[src/hdl/backend_pkg.sv]
package backend_pkg;

	// data word and byte address
	typedef logic [31:0] word_t;
	// register number, r0 reads as zero
	typedef logic [4:0] reg_idx_t;
	typedef logic [3:0] op_t;

	localparam op_t OP_ADD = 4'd0;
	localparam op_t OP_SUB = 4'd1;
	localparam op_t OP_AND = 4'd2;
	localparam op_t OP_OR  = 4'd3;
	localparam op_t OP_XOR = 4'd4;
	localparam op_t OP_SLL = 4'd5;
	localparam op_t OP_SRL = 4'd6;
	localparam op_t OP_SLT = 4'd7;
	localparam op_t OP_LD  = 4'd8;
	localparam op_t OP_ST  = 4'd9;

	// pre-decoded instruction
	typedef struct packed {
		word_t    pc;
		op_t      op;
		reg_idx_t rd;
		reg_idx_t rj;
		reg_idx_t rk;
		word_t    imm;
		// second operand taken from imm
		logic     use_imm;
	} inst_t;

	// one forwarding source, pending while load data is outstanding
	typedef struct packed {
		logic     valid;
		reg_idx_t w_reg;
		word_t    data;
		logic     pending;
	} fwd_src_t;

	typedef struct packed {
		logic  req;
		logic  we;
		word_t addr;
		word_t wdata;
	} cache_bus_req_t;

	typedef struct packed {
		logic  ack;
		word_t rdata;
	} cache_bus_resp_t;

	typedef struct packed {
		logic     valid;
		word_t    pc;
		logic     we;
		reg_idx_t w_reg;
		word_t    w_data;
	} commit_t;

	// index into the stall vectors
	typedef enum logic [1:0] {
		EX = 2'd0,
		M1 = 2'd1,
		M2 = 2'd2
	} stage_e;

	typedef enum logic [1:0] {
		IDLE,
		WAIT_ACK,
		WAIT_LOW
	} mem_state_e;

	function automatic logic is_mem(input op_t op);
		return (op == OP_LD) || (op == OP_ST);
	endfunction

	// stores write nothing, r0 writes are dropped
	function automatic logic writes_rd(input inst_t inst);
		return (inst.op != OP_ST) && (inst.rd != '0);
	endfunction

	// rk is the store data, or the second alu operand without imm
	function automatic logic reads_rk(input inst_t inst);
		return (inst.op == OP_ST) || (!inst.use_imm && !is_mem(inst.op));
	endfunction

endpackage

[src/hdl/reg_file.sv]
`timescale 1ns/1ps

module reg_file import backend_pkg::*; (
	input  logic           clk,
	input  logic           arst_n_i,
	input  logic     [1:0] w_en_i,
	input  reg_idx_t [1:0] w_ptr_i,
	input  word_t    [1:0] w_data_i,
	input  reg_idx_t [3:0] r_ptr_i,
	output word_t    [3:0] r_data_o
);

	word_t [31:0] regs_q;
	logic  [1:0]  w_act;

	// r0 never gets written
	always_comb begin
		for (int w = 0; w < 2; w++) begin
			w_act[w] = w_en_i[w] && (w_ptr_i[w] != '0);
		end
	end

	// port 1 last, younger write wins
	always_ff @(posedge clk or negedge arst_n_i) begin
		if (!arst_n_i) begin
			regs_q <= '0;
		end else begin
			for (int w = 0; w < 2; w++) begin
				if (w_act[w]) regs_q[w_ptr_i[w]] <= w_data_i[w];
			end
		end
	end

	// write-through, same priority as the write
	always_comb begin
		for (int r = 0; r < 4; r++) begin
			r_data_o[r] = regs_q[r_ptr_i[r]];
			for (int w = 0; w < 2; w++) begin
				if (w_act[w] && (w_ptr_i[w] == r_ptr_i[r])) r_data_o[r] = w_data_i[w];
			end
		end
	end

endmodule

[config.mk]
export PLATFORM = sky130hd
export DESIGN_NAME = reg_file
export DESIGN_NICKNAME = d
export VERILOG_FILES = /design/src/hdl/backend_pkg.sv /design/src/hdl/reg_file.sv
export SDC_FILE = /design/constraint.sdc
export NUM_CORES = 2
export LEC_CHECK = 0
export BUFFER_PORTS_ARGS = -buffer_cell sky130_fd_sc_hd__buf_2
export CAP_MARGIN = 5
export CORE_AREA = 2 2 584 354
export CTS_BUF_LIST = sky130_fd_sc_hd__clkbuf_4 sky130_fd_sc_hd__clkbuf_8
export DETAILED_ROUTE_END_ITERATION = 6
export DIE_AREA = 0 0 586 356
export SLEW_MARGIN = 20
export SYNTH_ARGS = -nofsm -noshare
export SYNTH_HDL_FRONTEND = slang
export SYNTH_SLANG_ARGS = --single-unit
[constraint.sdc]
create_clock -name clk -period 3.22 [get_ports clk]
set_clock_uncertainty 0.15 [all_clocks]
set_input_delay 0.483 -clock clk [delete_from_list [all_inputs] [get_ports clk]]
set_output_delay 0.483 -clock clk [all_outputs]
set_load 0.02 [all_outputs]
# ---- Word-level counts from Yosys, hierarchy flattened
# Cells that the tools add are included.
# Widths: inputs -> output; s select.
dict set report word_totals {
  register_bits 1024
  inputBits 98
  output_inout_bits 128
  wordCells 86
}
dict set report op_classes {
  magnitude_cmp 8
  n_eq_ne 8
  mux 24
  reduce_logical 14
}
# op count
set ops {}
lappend ops {{$bwmux 1024} 2}
lappend ops {{$mux 1024} 2}
lappend ops {{$bmux 32 s5} 4}
lappend ops {{$mux 32} 14}
lappend ops {{$demux 32 s5} 2}
lappend ops {{$eq 5x5->1} 8}
lappend ops {{$lt 5x6->1 const B} 6}
lappend ops {{$logic_and 1x1->1} 12}
lappend ops {{$ge 5x1->1 const B} 2}
lappend ops {{$reduce_bool 5->1} 2}

# ---- Logic depth before layout (Yosys ltp)
dict set report depth {
  ltp_word 8
  depth_mapped 9
  depth_no_buf 5
}

# ---- Least setup slack after synthesis
# Ideal clock, no wire load.
dict set report synth_path {
  path_kind {input-to-output}
  from {input port w_ptr_i[9] (netlist name)}
  to {output port r_data_o[113] (netlist name)}
  arrival_ps 3002
  t_required_ps 2587
  setup_slack_ps -415
  stages 7
  n_path_buf 2
  path_cell_list {buf_1 xnor2_1 nand2_1 nor4_2 clkbuf_1 nor3_1 a2111oi_0}
}
# item line
set synth_rtl {}
lappend synth_rtl {{start, declared} reg_file.sv:7} ;# input reg_idx_t [1:0] w_ptr_i,
lappend synth_rtl {{end, declared} reg_file.sv:10} ;# output word_t [3:0] r_data_o

==> flow_summary.ini <==
[flow_run]
maxCapViolations = 0

[outcome]
status = complete, but fails checks
violations = DRC, setup timing

[critical_path]
path_buf_inv = 2
critical-path-slowest-cell = mux4_2
path_delay_family = compound AO/OA/AOI/OAI gates
path_cells = mux4_2, a22o_1, a221oi_2, buf_4, nor4_1, a2111o_1, buf_2
critPathCaptureType = output pin
critPathMaxStageDelay_ns = 0.49
crit_required_ns = 2.59
critical_path_class = reg -> out
crit_arrival_ns = 3.21
rrSetupSlack_ns = 1.65
cp_max_fo = 5
start_kind = flip-flop

[floorplanning]
rows = 129
die_x_um = 586
initial_core_util = 0.396
dieArea_um2 = 209000
die_y_um = 356
fp.coreArea_um2 = 204000
ios = 226

[detailed_routing]
firstDrtPassIters = 7
drtIter0Drc = 13800
met3_length_um = 81600
route.detailed.drc = 8
route.met2.wl_um = 171000
routed_wl_um = 439000
wl_per_cell_um = 40.3
top_layer_used = met5
vias_per_cell = 7.25
dr_total_vias = 79000
antenna_left = 0
wl_met1_um = 153000

[yosys]
synth.avg_cell_area_um2 = 10.9
postSynthCellCount = 7438
synth_sequential_area_ratio = 0.317
synth.distinct_cells = 50
synth-async-reset-ratio = 1.00
synth_edf_count = 0
synthesis.area_um2 = 80800
dominantRegCellSynth = dfrtp_1
ys_warn_count = 0
syn_nets = 7536
ys_ff_latch = 1024

[finish]
reg_top3 = regs_q: 1024 flops
top_register = regs_q
final-instance-count-excl-fill = 10900
syn2layout_area_growth_pct = 27.3
largest_reg_flops = 1024
nets = 8120
postLayoutCellArea_um2 = 103000
drive_above_1_share = 0.396

[timing]
tightest_slew_ns = 1.10
setup_viol = 128
rsz0062_at_grt = yes
period_needed_ns = 3.84
slew_headroom = 0.268
post-route-period-util = 1.19
fmax_mhz = 260
hold_viol_final = 0
setup_slack_ns = -0.621
final_max_slew_viol_count = 0

[placement]
hpwl_um = 287000
gp_congestion = 1.01
portBuffers = 225
placed_area_um2 = 93300
place_inst = 10400

[grt]
grt_pass1_vias = 75100
grt_pass1_wl_um = 603000
overflow = 0
grt_use_total = 0.412
grt_max_degree = 121
grt_antenna_before_repair = 13

[cts]
tritoncts = built
clock-sinks = 1024
insertion_delay_ns = 0.97
root_buffer = clkbuf_8
clkTransAtPathRegs_ns = 0.06
cts_buffers = 178
cts_buffer_depth = 4
cts.htree.levels = 4

[pwr]
power_density_nw_per_um2 = 561
vdd.ir_drop.worst_uv = 353
leakagePower_nw = 42.9

[hold_path]
hold_class = in -> reg
-- cells in the mapped netlist, types with 45 or more instances --
library cell	n	share of area
a221oi_1	123	0.013
nor3_1	83	0.0051
nor2_1	726	0.034
nand3_1	45	0.0028
nand2_1	485	0.023
a22o_1	123	0.013
mux4_2	1004	0.28
o21ai_0	356	0.022
a21oi_1	645	0.040
mux2i_1	1018	0.13
clkbuf_1	701	0.033
a211oi_1	65	0.0060
buf_2	190	0.012
buf_1	150	0.0070
a2111o_1	65	0.0091
nor4_1	76	0.0059
dfrtp_1	1024	0.32
a22oi_1	256	0.024
-- per-stage QoR --
step	hold slack, ns	total power, mW	setup slack [ns]	util	setup TNS [ns]
after floorplan	0.0374	32.5	-0.173	-	-4.41
after CTS	0.00213	56.0	-0.626	0.498	-44.99
after global placement	0.264	39.8	-0.881	0.457	-57.02
after global routing	0.0427	59.4	-0.688	0.504	-47.95
final	0.0490	57.8	-0.621	0.504	-42.75
after detailed placement	0.272	40.5	-0.905	0.457	-58.55
-- path summary, 6_finish.rpt --
kind	startpoint	endpoint	cells past startpoint
worst max-delay path	regs_q[764]	r_data_o[28]	7
worst min-delay path	w_data_i[60]	regs_q[636]	4
worst min register to register	regs_q[1]	regs_q[1]	0
min in group asynchronous	arst_n_i	regs_q[831]	3
max in group asynchronous	arst_n_i	regs_q[478]	3
worst max register to register	regs_q[616]	regs_q[616]	4
-- layout by cell type (no fill, tap or decap), types with 17 or more instances in the layout --
cell type	netlist	final
a2111o_1	65	65
a2111oi_2	0	17
a2111oi_4	0	26
a211oi_1	65	53
a21oi_1	645	642
a221oi_2	0	107
a22o_1	123	117
a22oi_1	256	190
a22oi_2	0	66
and2_0	28	27
and3_1	39	32
buf_12	0	288
buf_2	190	101
buf_4	0	810
buf_6	0	159
clkbuf_4	0	57
clkbuf_8	0	223
dfrtp_1	1024	983
dfrtp_2	0	41
dlygate4sd3_1	0	73
mux2i_1	1018	1016
mux4_2	1004	1004
nand2_1	485	433
nand2_2	0	25
nand2_4	0	27
nand3_1	45	37
nor2_1	726	697
nor2_4	0	29
nor3_1	83	48
nor3_4	0	24
nor4_1	76	41
nor4_2	2	22
o21ai_0	356	355
xnor2_1	26	24
-- layer usage --
metal / global-route usage / vias to the layer above
met5: 0.00591 / -
met3: 0.240 / 1894
met2: 0.538 / 7961
met1: 0.513 / 39200
li1: - / 30000
met4: 0.258 / 14
-- kinds of logic after synthesis --
group | Yosys count | share of synthesized area
mux | 2033 | 0.407
simple gates | 1574 | 0.0830
flops | 1024 | 0.317
buf+inv | 1048 | 0.0516
xor+xnor | 40 | 0.00433
compound gates | 1719 | 0.137
-- area by class of cell --
cell class,count,area [um2]
Antenna cell,14,35.0
Clock buffer,278,3480
Clock inverter,20,230
Fill cell,17800,101000
Inverter,7,26.3
Multi-Input combinational cell,5366,54900
Sequential cell,1024,25700
Tap cell,2751,3440
Timing Repair Buffer,1445,15100
-- power breakdown --
part           total (mW)  switching [mW]  internal [mW]
logic                22.9            10.4           12.5
clock network        13.5            6.31           7.20
registers            21.3            5.03           16.3
total                57.8            21.8           36.0
-- worst min-delay path: cells and delay by family --
kind | cells | cell delay (ns)
buffers and inverters | 2 | 0.45
AOI/OAI and AO/OA | 1 | 0.07
and+or+nand+nor | 1 | 0.09
-- what timing repair did --
item	CTS	global route
resized for setup	604	196
setup buffers	146	53
hold buffers	74	0
cloned	1	3
endpoints found under the hold margin	1263	0
setup endpoints to repair	128	128
pin swaps	208	132
Note: power is estimated with default switching activity, not from simulation.
