File: src/hdl/backend_pkg.sv
package backend_pkg;

	// data word and byte address
	typedef logic [31:0] word_t;
	// register number, r0 reads as zero
	typedef logic [4:0] reg_idx_t;
	typedef logic [3:0] op_t;

	localparam op_t OP_ADD = 4'd0;
	localparam op_t OP_SUB = 4'd1;
	localparam op_t OP_AND = 4'd2;
	localparam op_t OP_OR  = 4'd3;
	localparam op_t OP_XOR = 4'd4;
	localparam op_t OP_SLL = 4'd5;
	localparam op_t OP_SRL = 4'd6;
	localparam op_t OP_SLT = 4'd7;
	localparam op_t OP_LD  = 4'd8;
	localparam op_t OP_ST  = 4'd9;

	// pre-decoded instruction
	typedef struct packed {
		word_t    pc;
		op_t      op;
		reg_idx_t rd;
		reg_idx_t rj;
		reg_idx_t rk;
		word_t    imm;
		// second operand taken from imm
		logic     use_imm;
	} inst_t;

	// one forwarding source, pending while load data is outstanding
	typedef struct packed {
		logic     valid;
		reg_idx_t w_reg;
		word_t    data;
		logic     pending;
	} fwd_src_t;

	typedef struct packed {
		logic  req;
		logic  we;
		word_t addr;
		word_t wdata;
	} cache_bus_req_t;

	typedef struct packed {
		logic  ack;
		word_t rdata;
	} cache_bus_resp_t;

	typedef struct packed {
		logic     valid;
		word_t    pc;
		logic     we;
		reg_idx_t w_reg;
		word_t    w_data;
	} commit_t;

	// index into the stall vectors
	typedef enum logic [1:0] {
		EX = 2'd0,
		M1 = 2'd1,
		M2 = 2'd2
	} stage_e;

	typedef enum logic [1:0] {
		IDLE,
		WAIT_ACK,
		WAIT_LOW
	} mem_state_e;

	function automatic logic is_mem(input op_t op);
		return (op == OP_LD) || (op == OP_ST);
	endfunction

	// stores write nothing, r0 writes are dropped
	function automatic logic writes_rd(input inst_t inst);
		return (inst.op != OP_ST) && (inst.rd != '0);
	endfunction

	// rk is the store data, or the second alu operand without imm
	function automatic logic reads_rk(input inst_t inst);
		return (inst.op == OP_ST) || (!inst.use_imm && !is_mem(inst.op));
	endfunction

endpackage

File: src/hdl/issue.sv
`timescale 1ns/1ps

module issue import backend_pkg::*; (
	input  inst_t [1:0] inst_i,
	input  logic  [1:0] inst_valid_i,
	input  logic        stall_i,
	output logic  [1:0] issue_o,
	output logic        revert_o
);

	logic [1:0] mem_op;
	logic       raw_rj;
	logic       raw_rk;
	logic       pair_ok;

	always_comb begin
		for (int i = 0; i < 2; i++) begin
			mem_op[i] = is_mem(inst_i[i].op);
		end
	end

	// younger reads what the older one writes
	assign raw_rj = writes_rd(inst_i[0]) && (inst_i[1].rj == inst_i[0].rd);
	assign raw_rk = writes_rd(inst_i[0]) && reads_rk(inst_i[1])
		&& (inst_i[1].rk == inst_i[0].rd);

	// only one memory port, so never two mem ops together
	assign pair_ok = inst_valid_i[1] && !raw_rj && !raw_rk && !(&mem_op);

	// in order only, so 00, 01 or 11
	always_comb begin
		issue_o = 2'b00;
		if (!stall_i && inst_valid_i[0]) begin
			issue_o[0] = 1'b1;
			issue_o[1] = pair_ok;
		end
	end

	// younger mem op has to sit in pipe 0, older goes to pipe 1
	assign revert_o = inst_valid_i[1] && mem_op[1] && !mem_op[0];

endmodule

File: config.mk
export PLATFORM = sky130hd
export DESIGN_NAME = issue
export DESIGN_NICKNAME = d
export VERILOG_FILES = /design/src/hdl/backend_pkg.sv /design/src/hdl/issue.sv
export SDC_FILE = /design/constraint.sdc
export NUM_CORES = 1
export LEC_CHECK = 0
export BUFFER_PORTS_ARGS = -buffer_cell sky130_fd_sc_hd__buf_2
export CAP_MARGIN = 0
export CORE_AREA = 2 2 68 70
export DETAILED_ROUTE_END_ITERATION = 8
export DIE_AREA = 0 0 70 72
export GPL_TIMING_DRIVEN = 0
export PLACE_DENSITY_LB_ADDON = 0.15
export RECOVER_POWER = 100
export SYNTH_ARGS = -nofsm -noshare
export SYNTH_HDL_FRONTEND = slang
export SYNTH_SLANG_ARGS = --single-unit
File: constraint.sdc
create_clock -name vclk -period 4.2
set_clock_uncertainty 0.15 [all_clocks]
set_input_delay 1.26 -clock vclk [all_inputs]
set_output_delay 1.26 -clock vclk [all_outputs]
set_load 0.01 [all_outputs]
# --- After elaboration in Yosys (flattened, before gate mapping) ---
# Index checks and enable logic that the tools add are counted.
word_totals:
  regBits: 0
  input_bits: 171
  output_inout_bits: 3
  word_cells: 31
classes:
  n_eq_ne: 7
  muxes: 1
  reduce_logical: 23
op_table:
  columns: ["cell", "n"]
  rows:
  - ["$eq 4x4->1 const B", 4]
  - ["$logic_and 1x1->1", 11]
  - ["$eq 5x5->1", 2]
  - ["$logic_not 1->1", 7]
  - ["$reduce_bool 5->1", 1]
  - ["$ne 4x4->1 const B", 1]
  - ["$logic_or 1x1->1", 3]
  - ["$mux 2", 1]
  - ["$reduce_and 2->1", 1]

# --- Logic depth before layout (Yosys ltp) ---
depth:
  depth_word: 11
  depth_mapped: 4
  ltp_nobuf: 4

# --- Worst setup path after synthesis ---
# OpenSTA, ideal clock, no wires.
synth_timing:
  path_type: "input to output"
  start: "in inst_i[134] in the netlist's numbering"
  end: "out issue_o[1]"
  arrival_time_ps: 2278
  t_required_ps: 2790
  path_slack_ps: 512
  path_stages: 4
  path_buffers: 0
  path_cell_list: "or3b_2 -> mux2i_1 -> nor4_1 -> nor3_2"
synth_between:
  elab_chain_cells: 11
  word_cells_on_any_way: 14
synth_lines:
  columns: ["item", "line_no", "text"]
  rows:
  - ["from (decl)", "issue.sv:4", "input inst_t [1:0] inst_i,"]
  - ["$eq 4x4->1, on equally long branches", "backend_pkg.sv:74, backend_pkg.sv:84", null]
  - ["$logic_or 1x1->1", "backend_pkg.sv:74", "return (op == OP_LD) || (op == OP_ST);"]
  - ["$logic_not 1->1", "backend_pkg.sv:84", "return (inst.op == OP_ST) || (!inst.use_imm && !is_mem(inst.op));"]
  - ["$logic_and 1x1->1", "backend_pkg.sv:84", null]
  - ["$logic_or 1x1->1", "backend_pkg.sv:84", null]
  - ["$logic_and 1x1->1", "issue.sv:24", "assign raw_rk = writes_rd(inst_i[0]) && reads_rk(inst_i[1])"]
  - ["$logic_and 1x1->1", "issue.sv:25", "&& (inst_i[1].rk == inst_i[0].rd);"]
  - ["$logic_not 1->1", "issue.sv:28", "assign pair_ok = inst_valid_i[1] && !raw_rj && !raw_rk && !(&mem_op);"]
  - ["$logic_and 1x1->1", "issue.sv:28", null]
  - ["$logic_and 1x1->1 (*)", "issue.sv:28", null]
  - ["$mux 2 (*)", "issue.sv:33", "if (!stall_i && inst_valid_i[0]) begin"]
  - ["to (decl)", "issue.sv:7", "output logic [1:0] issue_o,"]
# Every way passes the cells marked *; elsewhere a longest branch is shown, timed or not.

# --- Worst setup path after layout ---
# Ends and elaborated chain as after synthesis.

==> flow_summary_export.csv <==
group,metric,value,unit
yosys,post_synth_num_cell_types,14,
min_path,hold_path_class,"input pin to output pin",
drt,via_per_inst,2.75,
worst_setup_path,endpoint,"issue_o[1]",
sta,finalSetupViolations,0,
placed_design,portBuffers,30,
die,placementRows,24,
worst_setup_path,slowest_delay,0.50,ns
layout,layout.cells.most_common_list,"27 x sky130_fd_sc_hd__buf_2, 8 x sky130_fd_sc_hd__xnor2_1, 3 x sky130_fd_sc_hd__inv_1, 3 x sky130_fd_sc_hd__clkbuf_1",
worst_setup_path,slowest_cp_cell,"sky130_fd_sc_hd__or3b_2",
layout,nNetsFinal,230,
die,die_area,0.00504,mm2
layout,n_clock_buffer,0,
global_routing,grt_antenna_before_repair,0,
placed_design,cell_area_after_placement,419,um2
drt,postRouteAntennaNets,0,
drt,drt_pre_antenna_iters,2,
layout,antenna-diode-count,0,
worst_setup_path,timing_worst_setup_path_type,"input pin to output pin",
worst_setup_path,worst-endpoint-arrival,2.54,ns
worst_setup_path,critPathRequiredTime,2.79,ns
global_routing,grt_util_met2,5.82,%
drt,routed_wire_length_per_instance,8.40,um
global_routing,grt_start_max_net_pins,4,
die,core-area,0.00426,mm2
placed_design,placedCellCount,109,
worst_setup_path,worstPathBufferInverterCount,2,
sta,fmax,253,MHz
global_routing,grt_usage,3.44,%
sta,slew_headroom,77.6,%
min_path,worstHoldPathCells,3,
layout,final_area,415,um2
power_and_ir_drop,power,0.0319,mW
power_and_ir_drop,ir_drop,15.0,uV
worst_setup_path,worst-path-max-fanout,3,
sta,final.period_utilization,94.1,%
sta,hold_viol_final,0,
drt,num_vias,300,
clocking,cts_repair_resizes,0,
clocking,post-cts-setup-buffer-count,0,
job,number_of_maximum_capacitance_violations,0,
sta,slew_violations,0,
die,die-height,72,um
yosys,avgSynthCellArea,7.55,um2
yosys,post_synth_inst_count,27,
drt,detail_route.drc_violations,0,
yosys,ys.warnings.count,0,
worst_setup_path,start_point_of_the_critical_path,"inst_i[134]",
worst_setup_path,worst_setup_ep_type,"output pin",
layout,finalNonFillerCells,109,
sta,setup_total_negative_slack,0,ns
run_status,outcome,"finished clean",
global_routing,grt-busiest-layer,"met2",
sta,setup_repair_after_global_routing_missed_its_margin,"false",
die,chipWidth,70,um
yosys,ys_seq_area_share,0,%
die,start_util,4.78,%
yosys,synthesis.area,204,um2
layout,final_core_util,9.74,%
layout,synthToLayoutAreaGrowth,104,%
worst_setup_path,critical_path.top_delay_family,"simple AND/OR/NAND/NOR gates",
clocking,ctsHoldBuffers,0,
power_and_ir_drop,power-per-cell-area,76.9,mW/mm2
worst_setup_path,timing.critical_path.cells,"buf_2 > or3b_2 > mux2i_1 > nor4_1 > nor3_2 > clkbuf_1",
layout,layout_commonest_cell,"sky130_fd_sc_hd__buf_2",
global_routing,globalRouteOverflowTotal,0,
sta,worst-slew-pin-transition,0.333,ns
power_and_ir_drop,leakagePower,0.179,nW
global_routing,grt_first_pass_wirelength,1430,um
drt,1st_iter_drt_viols,4,
global_routing,first_global_vias,287,
layout,n_sequential_cell,0,
layout,drive_above_1_share,54.4,%
global_routing,global_route.usage.met3,0.278,%
yosys,syn-num-nets,198,
worst_setup_path,setup.worst_path.start_class,"input pin",
layout,layout.area.seq,0,um2
global_routing,grt_use_met1,5.10,%
worst_setup_path,worstSetupPathDepth,6,
placed_design,routabilityCongestion,0.659,
drt,postRouteWirelength,916,um
sta,layout_min_cycle_time,3.95,ns
die,boundaryPins,174,
-- cell usage after synthesis --
| cell | n | area (um2) |
|---|---|---|
| sky130_fd_sc_hd__inv_1 | 3 | 11.3 |
| sky130_fd_sc_hd__mux2i_1 | 1 | 10.0 |
| sky130_fd_sc_hd__nand2_1 | 1 | 3.75 |
| sky130_fd_sc_hd__nand3_1 | 2 | 10.0 |
| sky130_fd_sc_hd__nor2b_1 | 1 | 6.26 |
| sky130_fd_sc_hd__nor3_2 | 1 | 10.0 |
| sky130_fd_sc_hd__nor3b_1 | 1 | 7.51 |
| sky130_fd_sc_hd__nor4_1 | 2 | 12.5 |
| sky130_fd_sc_hd__o211ai_1 | 1 | 7.51 |
| sky130_fd_sc_hd__o22ai_2 | 1 | 12.5 |
| sky130_fd_sc_hd__or3b_2 | 2 | 17.5 |
| sky130_fd_sc_hd__or4_1 | 1 | 7.51 |
| sky130_fd_sc_hd__xnor2_1 | 8 | 70.1 |
| sky130_fd_sc_hd__xor2_1 | 2 | 17.5 |
-- metrics by stage --
stage          hold slack [ns]  worst slack [ns]
2_1_floorplan             2.42             0.512
3_3_place_gp              2.62             0.192
3_5_place_dp              2.63             0.219
4_1_cts                   2.63             0.221
5_1_grt                   2.65            0.0969
6_report                  2.61             0.247
-- how the worst min path moves through the flow --
stage / start / end / slack [ns]
after CTS: stall_i / issue_o[0] / 2.63
after global routing: stall_i / issue_o[0] / 2.65
after floorplan: stall_i / issue_o[0] / 2.42
final: stall_i / issue_o[0] / 2.61
after global placement: stall_i / issue_o[0] / 2.62
after detailed placement: stall_i / issue_o[0] / 2.63
-- power breakdown --
group | internal, mW | leakage [nW] | switching [mW]
logic | 0.0185 | 0.179 | 0.0134
registers | 0 | 0 | 0
clock network | 0 | 0 | 0
total | 0.0185 | 0.179 | 0.0134
-- layer usage --
layer  up-vias  part of all wire (%)
li1        156                     -
met4         0                     0
met1       126                    47
met2        18                    46
met3         0                   6.9
met5         -                     0
-- area by class of cell --
type	count	area (um2)
Inverter	3	11.3
Timing Repair Buffer	30	146
Multi-Input combinational cell	24	193
Fill cell	524	3850
Tap cell	52	65.1
-- cells by family (layout without fill, tap and decap cells) --
group                     count (synthesis)  count (layout)  share of synthesized area, %
xor gates and xnor gates                 10              10                          42.9
muxes                                     1               1                          4.91
and+or+nand+nor                          11              11                          36.8
buffers and inverters                     3              33                          5.52
AOI/OAI and AO/OA                         2               2                          9.82
Note: power is estimated with default switching activity, not from simulation.
